===== config.mk =====
export PLATFORM = sky130hd
export DESIGN_NAME = xbar_top
export DESIGN_NICKNAME = d
export VERILOG_FILES = /design/src/verilog/xbar_pkg.sv /design/src/verilog/axi_chan_if.sv /design/src/verilog/xbar_top.sv /design/src/verilog/target_arbiter.sv /design/src/verilog/initiator_port.sv
export SDC_FILE = /design/constraint.sdc
export NUM_CORES = 1
export LEC_CHECK = 0
export ABC_AREA = 1
export BUFFER_PORTS_ARGS = -buffer_cell sky130_fd_sc_hd__buf_4
export CAP_MARGIN = 20
export CORE_AREA = 2 2 207 209
export DETAILED_ROUTE_END_ITERATION = 10
export DIE_AREA = 0 0 209 211
export SYNTH_ARGS = -nofsm -noshare
export SYNTH_HDL_FRONTEND = slang
export SYNTH_SLANG_ARGS = --single-unit

===== constraint.sdc =====
create_clock -name clk -period 5.77 [get_ports clk]
set_clock_uncertainty 0.1 [all_clocks]
set_input_delay 0.2885 -clock clk [delete_from_list [all_inputs] [get_ports clk]]
set_output_delay 0.2885 -clock clk [all_outputs]
set_load 0.05 [all_outputs]

===== src/verilog/xbar_pkg.sv =====
// Widths, port counts and the fixed memory map shared by the read crossbar and its testbench
package xbar_pkg;

  // Port counts
  localparam int NB_INIT = 2;
  localparam int NB_TARG = 4;

  // Channel field widths
  localparam int ADDR_W = 32;
  localparam int DATA_W = 32;
  localparam int LEN_W  = 8;
  localparam int RESP_W = 2;
  localparam int ID_W   = 4;

  localparam int INIT_SEL_W = $clog2(NB_INIT);
  localparam int TARG_SEL_W = $clog2(NB_TARG);

  // Initiator index rides in the top bits of the target-side ID
  localparam int ID_W_TARG = ID_W + INIT_SEL_W;

  // Four contiguous regions of equal size
  localparam logic [ADDR_W-1:0] MM_START   = 32'h0000_0000;
  localparam logic [ADDR_W-1:0] MM_LEN     = 32'h0000_1000;
  localparam int                REGION_LSB = $clog2(MM_LEN);

  // Region bits above the map are dropped, so far addresses alias back in
  function automatic logic [TARG_SEL_W-1:0] addr_to_targ(input logic [ADDR_W-1:0] addr);
    logic [ADDR_W-1:0] offset;
    offset = addr - MM_START;
    return offset[REGION_LSB +: TARG_SEL_W];
  endfunction

endpackage

===== src/verilog/axi_chan_if.sv =====
// AXI read-address and read-data channel bundles used between initiator ports and target arbiters
`timescale 1ns/10ps

interface ar_chan_if
  import xbar_pkg::*;
#(
  parameter int ID_WIDTH = ID_W
);

  logic [ID_WIDTH-1:0] id;
  logic [ADDR_W-1:0]   addr;
  logic [LEN_W-1:0]    len;
  logic                valid;
  logic                ready;

  modport src (output id, output addr, output len, output valid, input ready);
  modport dst (input id, input addr, input len, input valid, output ready);

endinterface

interface r_chan_if
  import xbar_pkg::*;
#(
  parameter int ID_WIDTH = ID_W
);

  logic [ID_WIDTH-1:0] id;
  logic [DATA_W-1:0]   data;
  logic [RESP_W-1:0]   resp;
  logic                last;
  logic                valid;
  logic                ready;

  modport src (
    output id, output data, output resp, output last, output valid,
    input  ready
  );
  modport dst (
    input  id, input data, input resp, input last, input valid,
    output ready
  );

endinterface


===== src/verilog/xbar_top.sv =====
// Top level of the AXI read crossbar, two initiators to four targets over a fixed map
`timescale 1ns/10ps

module xbar_top
  import xbar_pkg::*;
(
  input  logic                                clk,
  input  logic                                rst_n,

  // Initiator ports
  input  logic [NB_INIT-1:0][ID_W-1:0]        s_ar_id_i,
  input  logic [NB_INIT-1:0][ADDR_W-1:0]      s_ar_addr_i,
  input  logic [NB_INIT-1:0][LEN_W-1:0]       s_ar_len_i,
  input  logic [NB_INIT-1:0]                  s_ar_valid_i,
  output logic [NB_INIT-1:0]                  s_ar_ready_o,

  output logic [NB_INIT-1:0][ID_W-1:0]        s_r_id_o,
  output logic [NB_INIT-1:0][DATA_W-1:0]      s_r_data_o,
  output logic [NB_INIT-1:0][RESP_W-1:0]      s_r_resp_o,
  output logic [NB_INIT-1:0]                  s_r_last_o,
  output logic [NB_INIT-1:0]                  s_r_valid_o,
  input  logic [NB_INIT-1:0]                  s_r_ready_i,

  // Target ports
  output logic [NB_TARG-1:0][ID_W_TARG-1:0]   m_ar_id_o,
  output logic [NB_TARG-1:0][ADDR_W-1:0]      m_ar_addr_o,
  output logic [NB_TARG-1:0][LEN_W-1:0]       m_ar_len_o,
  output logic [NB_TARG-1:0]                  m_ar_valid_o,
  input  logic [NB_TARG-1:0]                  m_ar_ready_i,

  input  logic [NB_TARG-1:0][ID_W_TARG-1:0]   m_r_id_i,
  input  logic [NB_TARG-1:0][DATA_W-1:0]      m_r_data_i,
  input  logic [NB_TARG-1:0][RESP_W-1:0]      m_r_resp_i,
  input  logic [NB_TARG-1:0]                  m_r_last_i,
  input  logic [NB_TARG-1:0]                  m_r_valid_i,
  output logic [NB_TARG-1:0]                  m_r_ready_o
);

  // Request crossbar, indexed [initiator][target]
  logic [NB_INIT-1:0][NB_TARG-1:0]             req_valid;
  logic [NB_INIT-1:0][NB_TARG-1:0]             req_ready;
  logic [NB_INIT-1:0][NB_TARG-1:0][ID_W-1:0]   req_id;
  logic [NB_INIT-1:0][NB_TARG-1:0][ADDR_W-1:0] req_addr;
  logic [NB_INIT-1:0][NB_TARG-1:0][LEN_W-1:0]  req_len;

  // R ready claims, indexed [target][initiator]
  logic [NB_TARG-1:0][NB_INIT-1:0]             r_claim;

  for (genvar j = 0; j < NB_INIT; j++)
  begin : g_init
    ar_chan_if #(.ID_WIDTH(ID_W))      s_ar_if ();
    r_chan_if  #(.ID_WIDTH(ID_W))      s_r_if ();
    ar_chan_if #(.ID_WIDTH(ID_W))      req_if [NB_TARG-1:0] ();
    r_chan_if  #(.ID_WIDTH(ID_W_TARG)) rsp_if [NB_TARG-1:0] ();

    assign s_ar_if.id      = s_ar_id_i[j];
    assign s_ar_if.addr    = s_ar_addr_i[j];
    assign s_ar_if.len     = s_ar_len_i[j];
    assign s_ar_if.valid   = s_ar_valid_i[j];
    assign s_ar_ready_o[j] = s_ar_if.ready;

    assign s_r_id_o[j]    = s_r_if.id;
    assign s_r_data_o[j]  = s_r_if.data;
    assign s_r_resp_o[j]  = s_r_if.resp;
    assign s_r_last_o[j]  = s_r_if.last;
    assign s_r_valid_o[j] = s_r_if.valid;
    assign s_r_if.ready   = s_r_ready_i[j];

    for (genvar k = 0; k < NB_TARG; k++)
    begin : g_link
      assign req_valid[j][k] = req_if[k].valid;
      assign req_id[j][k]    = req_if[k].id;
      assign req_addr[j][k]  = req_if[k].addr;
      assign req_len[j][k]   = req_if[k].len;
      assign req_if[k].ready = req_ready[j][k];

      // Every target's R beat is offered to every initiator port
      assign rsp_if[k].id    = m_r_id_i[k];
      assign rsp_if[k].data  = m_r_data_i[k];
      assign rsp_if[k].resp  = m_r_resp_i[k];
      assign rsp_if[k].last  = m_r_last_i[k];
      assign rsp_if[k].valid = m_r_valid_i[k];
      assign r_claim[k][j]   = rsp_if[k].ready;
    end

    initiator_port #(
      .INIT_IDX ( j )
    ) initiator_port_i (
      .clk     ( clk     ),
      .rst_n   ( rst_n   ),
      .up_ar   ( s_ar_if ),
      .up_r    ( s_r_if  ),
      .down_ar ( req_if  ),
      .down_r  ( rsp_if  )
    );
  end

  for (genvar k = 0; k < NB_TARG; k++)
  begin : g_targ
    ar_chan_if #(.ID_WIDTH(ID_W))      arb_if [NB_INIT-1:0] ();
    ar_chan_if #(.ID_WIDTH(ID_W_TARG)) m_ar_if ();

    for (genvar j = 0; j < NB_INIT; j++)
    begin : g_link
      assign arb_if[j].valid = req_valid[j][k];
      assign arb_if[j].id    = req_id[j][k];
      assign arb_if[j].addr  = req_addr[j][k];
      assign arb_if[j].len   = req_len[j][k];
      assign req_ready[j][k] = arb_if[j].ready;
    end

    assign m_ar_id_o[k]    = m_ar_if.id;
    assign m_ar_addr_o[k]  = m_ar_if.addr;
    assign m_ar_len_o[k]   = m_ar_if.len;
    assign m_ar_valid_o[k] = m_ar_if.valid;
    assign m_ar_if.ready   = m_ar_ready_i[k];

    // At most one initiator port claims a given beat
    assign m_r_ready_o[k] = |r_claim[k];

    target_arbiter target_arbiter_i (
      .clk     ( clk     ),
      .rst_n   ( rst_n   ),
      .up_ar   ( arb_if  ),
      .down_ar ( m_ar_if )
    );
  end

endmodule


===== src/verilog/target_arbiter.sv =====
// Target side of the read crossbar: round-robin grant, ID widening and the AR output register
`timescale 1ns/10ps

module target_arbiter
  import xbar_pkg::*;
(
  input  logic   clk,
  input  logic   rst_n,

  ar_chan_if.dst up_ar [NB_INIT-1:0],
  ar_chan_if.src down_ar
);

  logic [NB_INIT-1:0]             req_valid;
  logic [NB_INIT-1:0][ID_W-1:0]   req_id;
  logic [NB_INIT-1:0][ADDR_W-1:0] req_addr;
  logic [NB_INIT-1:0][LEN_W-1:0]  req_len;

  logic [INIT_SEL_W-1:0]          last_grant;
  logic [INIT_SEL_W-1:0]          win_idx;
  logic                           win_valid;
  logic                           load_en;

  logic                           out_valid;
  logic [ID_W_TARG-1:0]           out_id;
  logic [ADDR_W-1:0]              out_addr;
  logic [LEN_W-1:0]               out_len;

  for (genvar j = 0; j < NB_INIT; j++)
  begin : g_req
    assign req_valid[j] = up_ar[j].valid;
    assign req_id[j]    = up_ar[j].id;
    assign req_addr[j]  = up_ar[j].addr;
    assign req_len[j]   = up_ar[j].len;

    assign up_ar[j].ready = load_en && win_valid && (win_idx == INIT_SEL_W'(j));
  end

  // Register is free when empty or drained by the target this cycle
  assign load_en = !out_valid || down_ar.ready;

  // Search starts one past the last winner
  always_comb
  begin : rr_search
    logic [INIT_SEL_W-1:0] cand;
    win_valid = 1'b0;
    win_idx   = last_grant;
    for (int n = 1; n <= NB_INIT; n++)
    begin
      cand = INIT_SEL_W'((int'(last_grant) + n) % NB_INIT);
      if (!win_valid && req_valid[cand])
      begin
        win_valid = 1'b1;
        win_idx   = cand;
      end
    end
  end

  always_ff @(posedge clk)
  begin
    if (!rst_n)
    begin
      out_valid  <= 1'b0;
      // Last initiator counts as the previous winner, so initiator 0 goes first
      last_grant <= INIT_SEL_W'(NB_INIT - 1);
    end
    else if (load_en)
    begin
      out_valid <= win_valid;
      if (win_valid)
      begin
        last_grant <= win_idx;
      end
    end
  end

  always_ff @(posedge clk)
  begin
    if (load_en && win_valid)
    begin
      out_id   <= {win_idx, req_id[win_idx]};
      out_addr <= req_addr[win_idx];
      out_len  <= req_len[win_idx];
    end
  end

  assign down_ar.id    = out_id;
  assign down_ar.addr  = out_addr;
  assign down_ar.len   = out_len;
  assign down_ar.valid = out_valid;

endmodule


===== src/verilog/initiator_port.sv =====
// Initiator side of the read crossbar: address decode, single outstanding read, R beat return
`timescale 1ns/10ps

module initiator_port
  import xbar_pkg::*;
#(
  parameter int INIT_IDX = 0
)(
  input  logic   clk,
  input  logic   rst_n,

  ar_chan_if.dst up_ar,
  r_chan_if.src  up_r,

  ar_chan_if.src down_ar [NB_TARG-1:0],
  r_chan_if.dst  down_r  [NB_TARG-1:0]
);

  logic [TARG_SEL_W-1:0]             dec_sel;
  logic [TARG_SEL_W-1:0]             cur_sel;
  logic                              busy;
  logic                              ar_hs;
  logic                              r_hit;
  logic                              r_take;
  logic [INIT_SEL_W-1:0]             r_prefix;

  logic [NB_TARG-1:0]                tgt_ar_ready;
  logic [NB_TARG-1:0]                r_valid_vec;
  logic [NB_TARG-1:0]                r_last_vec;
  logic [NB_TARG-1:0][ID_W_TARG-1:0] r_id_vec;
  logic [NB_TARG-1:0][DATA_W-1:0]    r_data_vec;
  logic [NB_TARG-1:0][RESP_W-1:0]    r_resp_vec;

  assign dec_sel = addr_to_targ(up_ar.addr);

  for (genvar k = 0; k < NB_TARG; k++)
  begin : g_tgt
    // Payload fans out, valid goes to the decoded target only
    assign down_ar[k].id    = up_ar.id;
    assign down_ar[k].addr  = up_ar.addr;
    assign down_ar[k].len   = up_ar.len;
    assign down_ar[k].valid = up_ar.valid && !busy && (dec_sel == TARG_SEL_W'(k));
    assign tgt_ar_ready[k]  = down_ar[k].ready;

    assign r_valid_vec[k] = down_r[k].valid;
    assign r_last_vec[k]  = down_r[k].last;
    assign r_id_vec[k]    = down_r[k].id;
    assign r_data_vec[k]  = down_r[k].data;
    assign r_resp_vec[k]  = down_r[k].resp;

    assign down_r[k].ready = r_take && (cur_sel == TARG_SEL_W'(k));
  end

  assign up_ar.ready = !busy && tgt_ar_ready[dec_sel];
  assign ar_hs       = up_ar.valid && up_ar.ready;

  // Only the target holding our read can carry our prefix
  assign r_prefix = r_id_vec[cur_sel][ID_W_TARG-1 -: INIT_SEL_W];
  assign r_hit    = busy && r_valid_vec[cur_sel] && (r_prefix == INIT_SEL_W'(INIT_IDX));
  assign r_take   = r_hit && up_r.ready;

  // Strip the prefix on the way back
  assign up_r.valid = r_hit;
  assign up_r.id    = r_id_vec[cur_sel][ID_W-1:0];
  assign up_r.data  = r_data_vec[cur_sel];
  assign up_r.resp  = r_resp_vec[cur_sel];
  assign up_r.last  = r_last_vec[cur_sel];

  always_ff @(posedge clk)
  begin
    if (!rst_n)
    begin
      busy    <= 1'b0;
      cur_sel <= '0;
    end
    else if (ar_hs)
    begin
      busy    <= 1'b1;
      cur_sel <= dec_sel;
    end
    else if (r_take && r_last_vec[cur_sel])
    begin
      busy <= 1'b0;
    end
  end

endmodule


==> results.yml <==
drt:
  drc_errors: 0
  totalWireLength_um: 42000
  wl_per_cell_um: 19.9
  ant_nets: 0
  drt_iter0_drc: 763
  num_vias: 10200
  routed_via_density: 4.87
  first_pass_iters: 5
clocking:
  cts_root_buffer: "clkbuf_16"
  cts_repair_resize_count: 0
  postCtsSetupBuffers: 0
  cts_tree: "done"
  cts_buffer_depth: 2
  clock_latency_ps: 440
  numCtsBuffers: 17
  cts.sinks: 194
  htreeDepth: 4
  cts_hold_buf: 0
  clkTransAtPathRegs_ps: 90
synthesis:
  synth_seq_area_share_pct: 55.8
  yosysWarnings: 0
  mappedNetlistArea_sq_mm: 0.0102
  dominantRegCellSynth: "edfxtp_1"
  syn_inst: 1076
  async_reset_ff_share_pct: 0
  ys_seq_elements: 194
  syn_avg_cell_area_sq_um: 9.47
  synth_cell_types: 32
  synth_edf_count: 180
  synth_nets: 1338
global_route:
  first_global_vias: 10100
  grt_pass1_wl_um: 61200
  overflow: 0
  grt_usage_pct: 18.3
  antenna_found_initial: 1
  grt_max_degree: 92
setup_path:
  cp-start-kind: "register"
  crit_path_end_kind: "output pin"
  worst_ep_required_time_ps: 5380
  startpoint: "g_init[0].initiator_port_i.busy$_SDFFE_PN0P_"
  ff2ff_setup_slack_ps: 3120
  rr_worst_depth: 9
  crit_arrival_ps: 2950
  worstSetupPathType: "register to output pin"
  reg2reg_to: "g_init[1].initiator_port_i.cur_sel[0]$_SDFFE_PN0P_"
  crit_path_end: "s_ar_ready_o[1]"
  regToRegStartpoint: "g_init[0].initiator_port_i.busy$_SDFFE_PN0P_"
  worstPathMaxFanout: 34
min_path:
  hold_path.class: "primary input to register"
pwr:
  p_leak_nw: 6.58
  switching_share_pct: 39.3
  pwr-share-comb_pct: 36.7
  p_switching_mw: 1.85
  power.internal_mw: 2.85
  max-vdd-ir-drop_mv: 0.178
  power-per-cell-area_mw_per_mm2: 310
  power_frac_seq_pct: 36.6
  clock_power_share_pct: 26.8
placement:
  dp.cells: 2073
  dp_hpwl_um: 32200
  port_buffers: 531
  gp_congestion: 0.889
die:
  die_area_sq_mm: 0.0441
  start_util_pct: 24.4
  boundaryPins: 532
  die_w_um: 209
  rows: 75
  die_h_um: 211
  core_area_sq_mm: 0.0418
timing:
  max-slew-margin-rel_pct: 27.2
  worst_pin_slew_ps: 1090
  finalCriticalPeriod_ps: 3340
  drv_slew: 0
  min_period_over_period_pct: 57.9
  setup_viol: 0
  report.final.hold_viol_count: 0
  fmax_mhz: 299
  grt_setup_unrepaired: "no"
  fin_setup_tns_ps: 0
job:
  maxCapViolCount: 0
final_layout:
  nNetsFinal: 1815
  fill_cells: 4221
  layout-drive-gt1-share_pct: 39.0
  syn2layout_area_growth_pct: 49.0
  final_cells: 2106
status:
  status: "complete, no violations"
[critical path, cell delays in order (launching register included)]
cell	delay, ps
dfxtp_1	340
nor2_2	280
nand2_1	150
a21oi_4	540
buf_4	560
nand2_2	110
nand2_1	90
nand3_1	80
nor2_2	110
buf_4	210
[through the flow]
| stage | worst slack [ps] | instance area, sq um | power, mW | hold WS [ps] | utilization (%) |
|---|---|---|---|---|---|
| final | 2430 | 15200 | 4.70 | 42.1 | 36.4 |
| after global routing | 2140 | 15200 | 4.88 | 35.3 | 36.4 |
| after CTS | 2380 | 15200 | 4.74 | 18.2 | 36.4 |
| after detailed placement | 2820 | 14500 | 3.49 | 405 | 34.8 |
| after global placement | 2860 | 14500 | 3.47 | 388 | 34.8 |
| after floorplan | 3310 | 10200 | 2.84 | 360 | - |
[cell families (layout without fill, tap and decap cells)]
kind of cell,Yosys count,after routing,share of synthesized area [%]
DFF,194,194,55.8
other,0,1,0
buffers and inverters,241,731,9.81
and+or+nand+nor,281,281,11.6
AOI/OAI and AO/OA,360,360,22.8
[flip-flops by register name, summed over array words and instances, names as in the netlist]
| signal | count |
|---|---|
| g_targ.target_arbiter_i.down_ar.addr | 128 |
| g_targ.target_arbiter_i.down_ar.len | 32 |
| g_targ.target_arbiter_i.down_ar.id | 20 |
| g_init.initiator_port_i.cur_sel | 4 |
| g_targ.target_arbiter_i.down_ar.valid | 4 |
| g_targ.target_arbiter_i.last_grant | 4 |
| g_init.initiator_port_i.busy | 2 |
[Yosys cell counts (2+ instances only)]
cell type / count / share of area [%]
nor2_1: 67 / 2.5
inv_1: 150 / 5.5
buf_4: 13 / 0.96
nand2_4: 3 / 0.33
o22ai_1: 8 / 0.49
a21oi_1: 48 / 2.4
o211ai_1: 3 / 0.22
a21oi_2: 2 / 0.17
inv_2: 9 / 0.33
nand3_1: 13 / 0.64
and2_1: 2 / 0.12
o221ai_1: 76 / 6.5
o21ai_0: 142 / 7.0
nand2_1: 173 / 6.4
edfxtp_1: 180 / 53
nand4_1: 3 / 0.18
nor2_4: 2 / 0.22
buf_6: 3 / 0.33
clkbuf_1: 35 / 1.3
a22oi_1: 78 / 5.7
nor2_2: 6 / 0.37
nand2_2: 8 / 0.49
dfxtp_1: 14 / 2.8
buf_1: 12 / 0.44
buf_2: 19 / 0.93
[how the worst min path moves through the flow]
stage / startpoint / to / slack [ps] / cells past startpoint
finish: rst_n / g_targ[0].target_arbiter_i.last_grant$_SDFFE_PN1N_ / 40 / 2
detailed placement: g_targ[1].target_arbiter_i.last_grant$_SDFFE_PN1N_ / g_targ[1].target_arbiter_i.last_grant$_SDFFE_PN1N_ / 400 / 2
global placement: g_init[0].initiator_port_i.busy$_SDFFE_PN0P_ / g_init[0].initiator_port_i.busy$_SDFFE_PN0P_ / 390 / 2
floorplan: rst_n / g_init[1].initiator_port_i.busy$_SDFFE_PN0P_ / 360 / 2
CTS: rst_n / g_targ[0].target_arbiter_i.last_grant$_SDFFE_PN1N_ / 20 / 2
global route: rst_n / g_targ[0].target_arbiter_i.last_grant$_SDFFE_PN1N_ / 40 / 2
[placed cells by master, fill, tap and decap left out, types with 2 or more instances in the layout]
master	Yosys	final
edfxtp_1	180	180
nor2_2	6	6
and2_1	2	2
o221ai_1	76	76
nand2_4	3	4
inv_2	9	10
a21oi_1	48	48
nor2_1	67	64
a21oi_2	2	2
nand4_1	3	3
nand3_1	13	13
dfxtp_1	14	14
inv_6	0	5
o211ai_1	3	3
a22oi_1	78	78
clkinv_8	0	4
clkbuf_16	0	17
bufinv_16	0	2
nor2_4	2	5
o22ai_1	8	8
buf_4	13	540
o21ai_0	142	142
inv_1	150	149
nand2_2	8	7
nand2_1	173	173
[area by class of cell]
type / count / area, sq um / area share, %
clock buffer: 17 / 425 / 2.80
sequential: 194 / 5690 / 37.4
clock inverter: 15 / 210 / 1.38
tap: 539 / 674 / 4.44
inverter: 159 / 597 / 3.93
antenna: 1 / 2.50 / 0.0165
timing repair buffer: 540 / 4050 / 26.7
multi-input combinational: 641 / 3530 / 23.3
[routing by layer]
| layer | vias to the layer above | part of all wire [%] | GRT usage (%) |
|---|---|---|---|
| li1 | 4774 | - | - |
| met1 | 4847 | 36 | 20.0 |
| met2 | 565 | 50 | 31.7 |
| met3 | 61 | 9.2 | 5.50 |
| met4 | 0 | 4.9 | 10.3 |
| met5 | - | 0 | 0 |
[power groups by stage]
stage                     logic [mW]  clock network (mW)  registers [mW]
after floorplan                0.814                   0            2.03
after global placement          1.72                   0            1.75
after detailed placement        1.73                   0            1.75
after CTS                       1.74                1.29            1.72
after global routing            1.82                1.34            1.73
final                           1.73                1.26            1.72
Power figures use the tool's default switching activity.
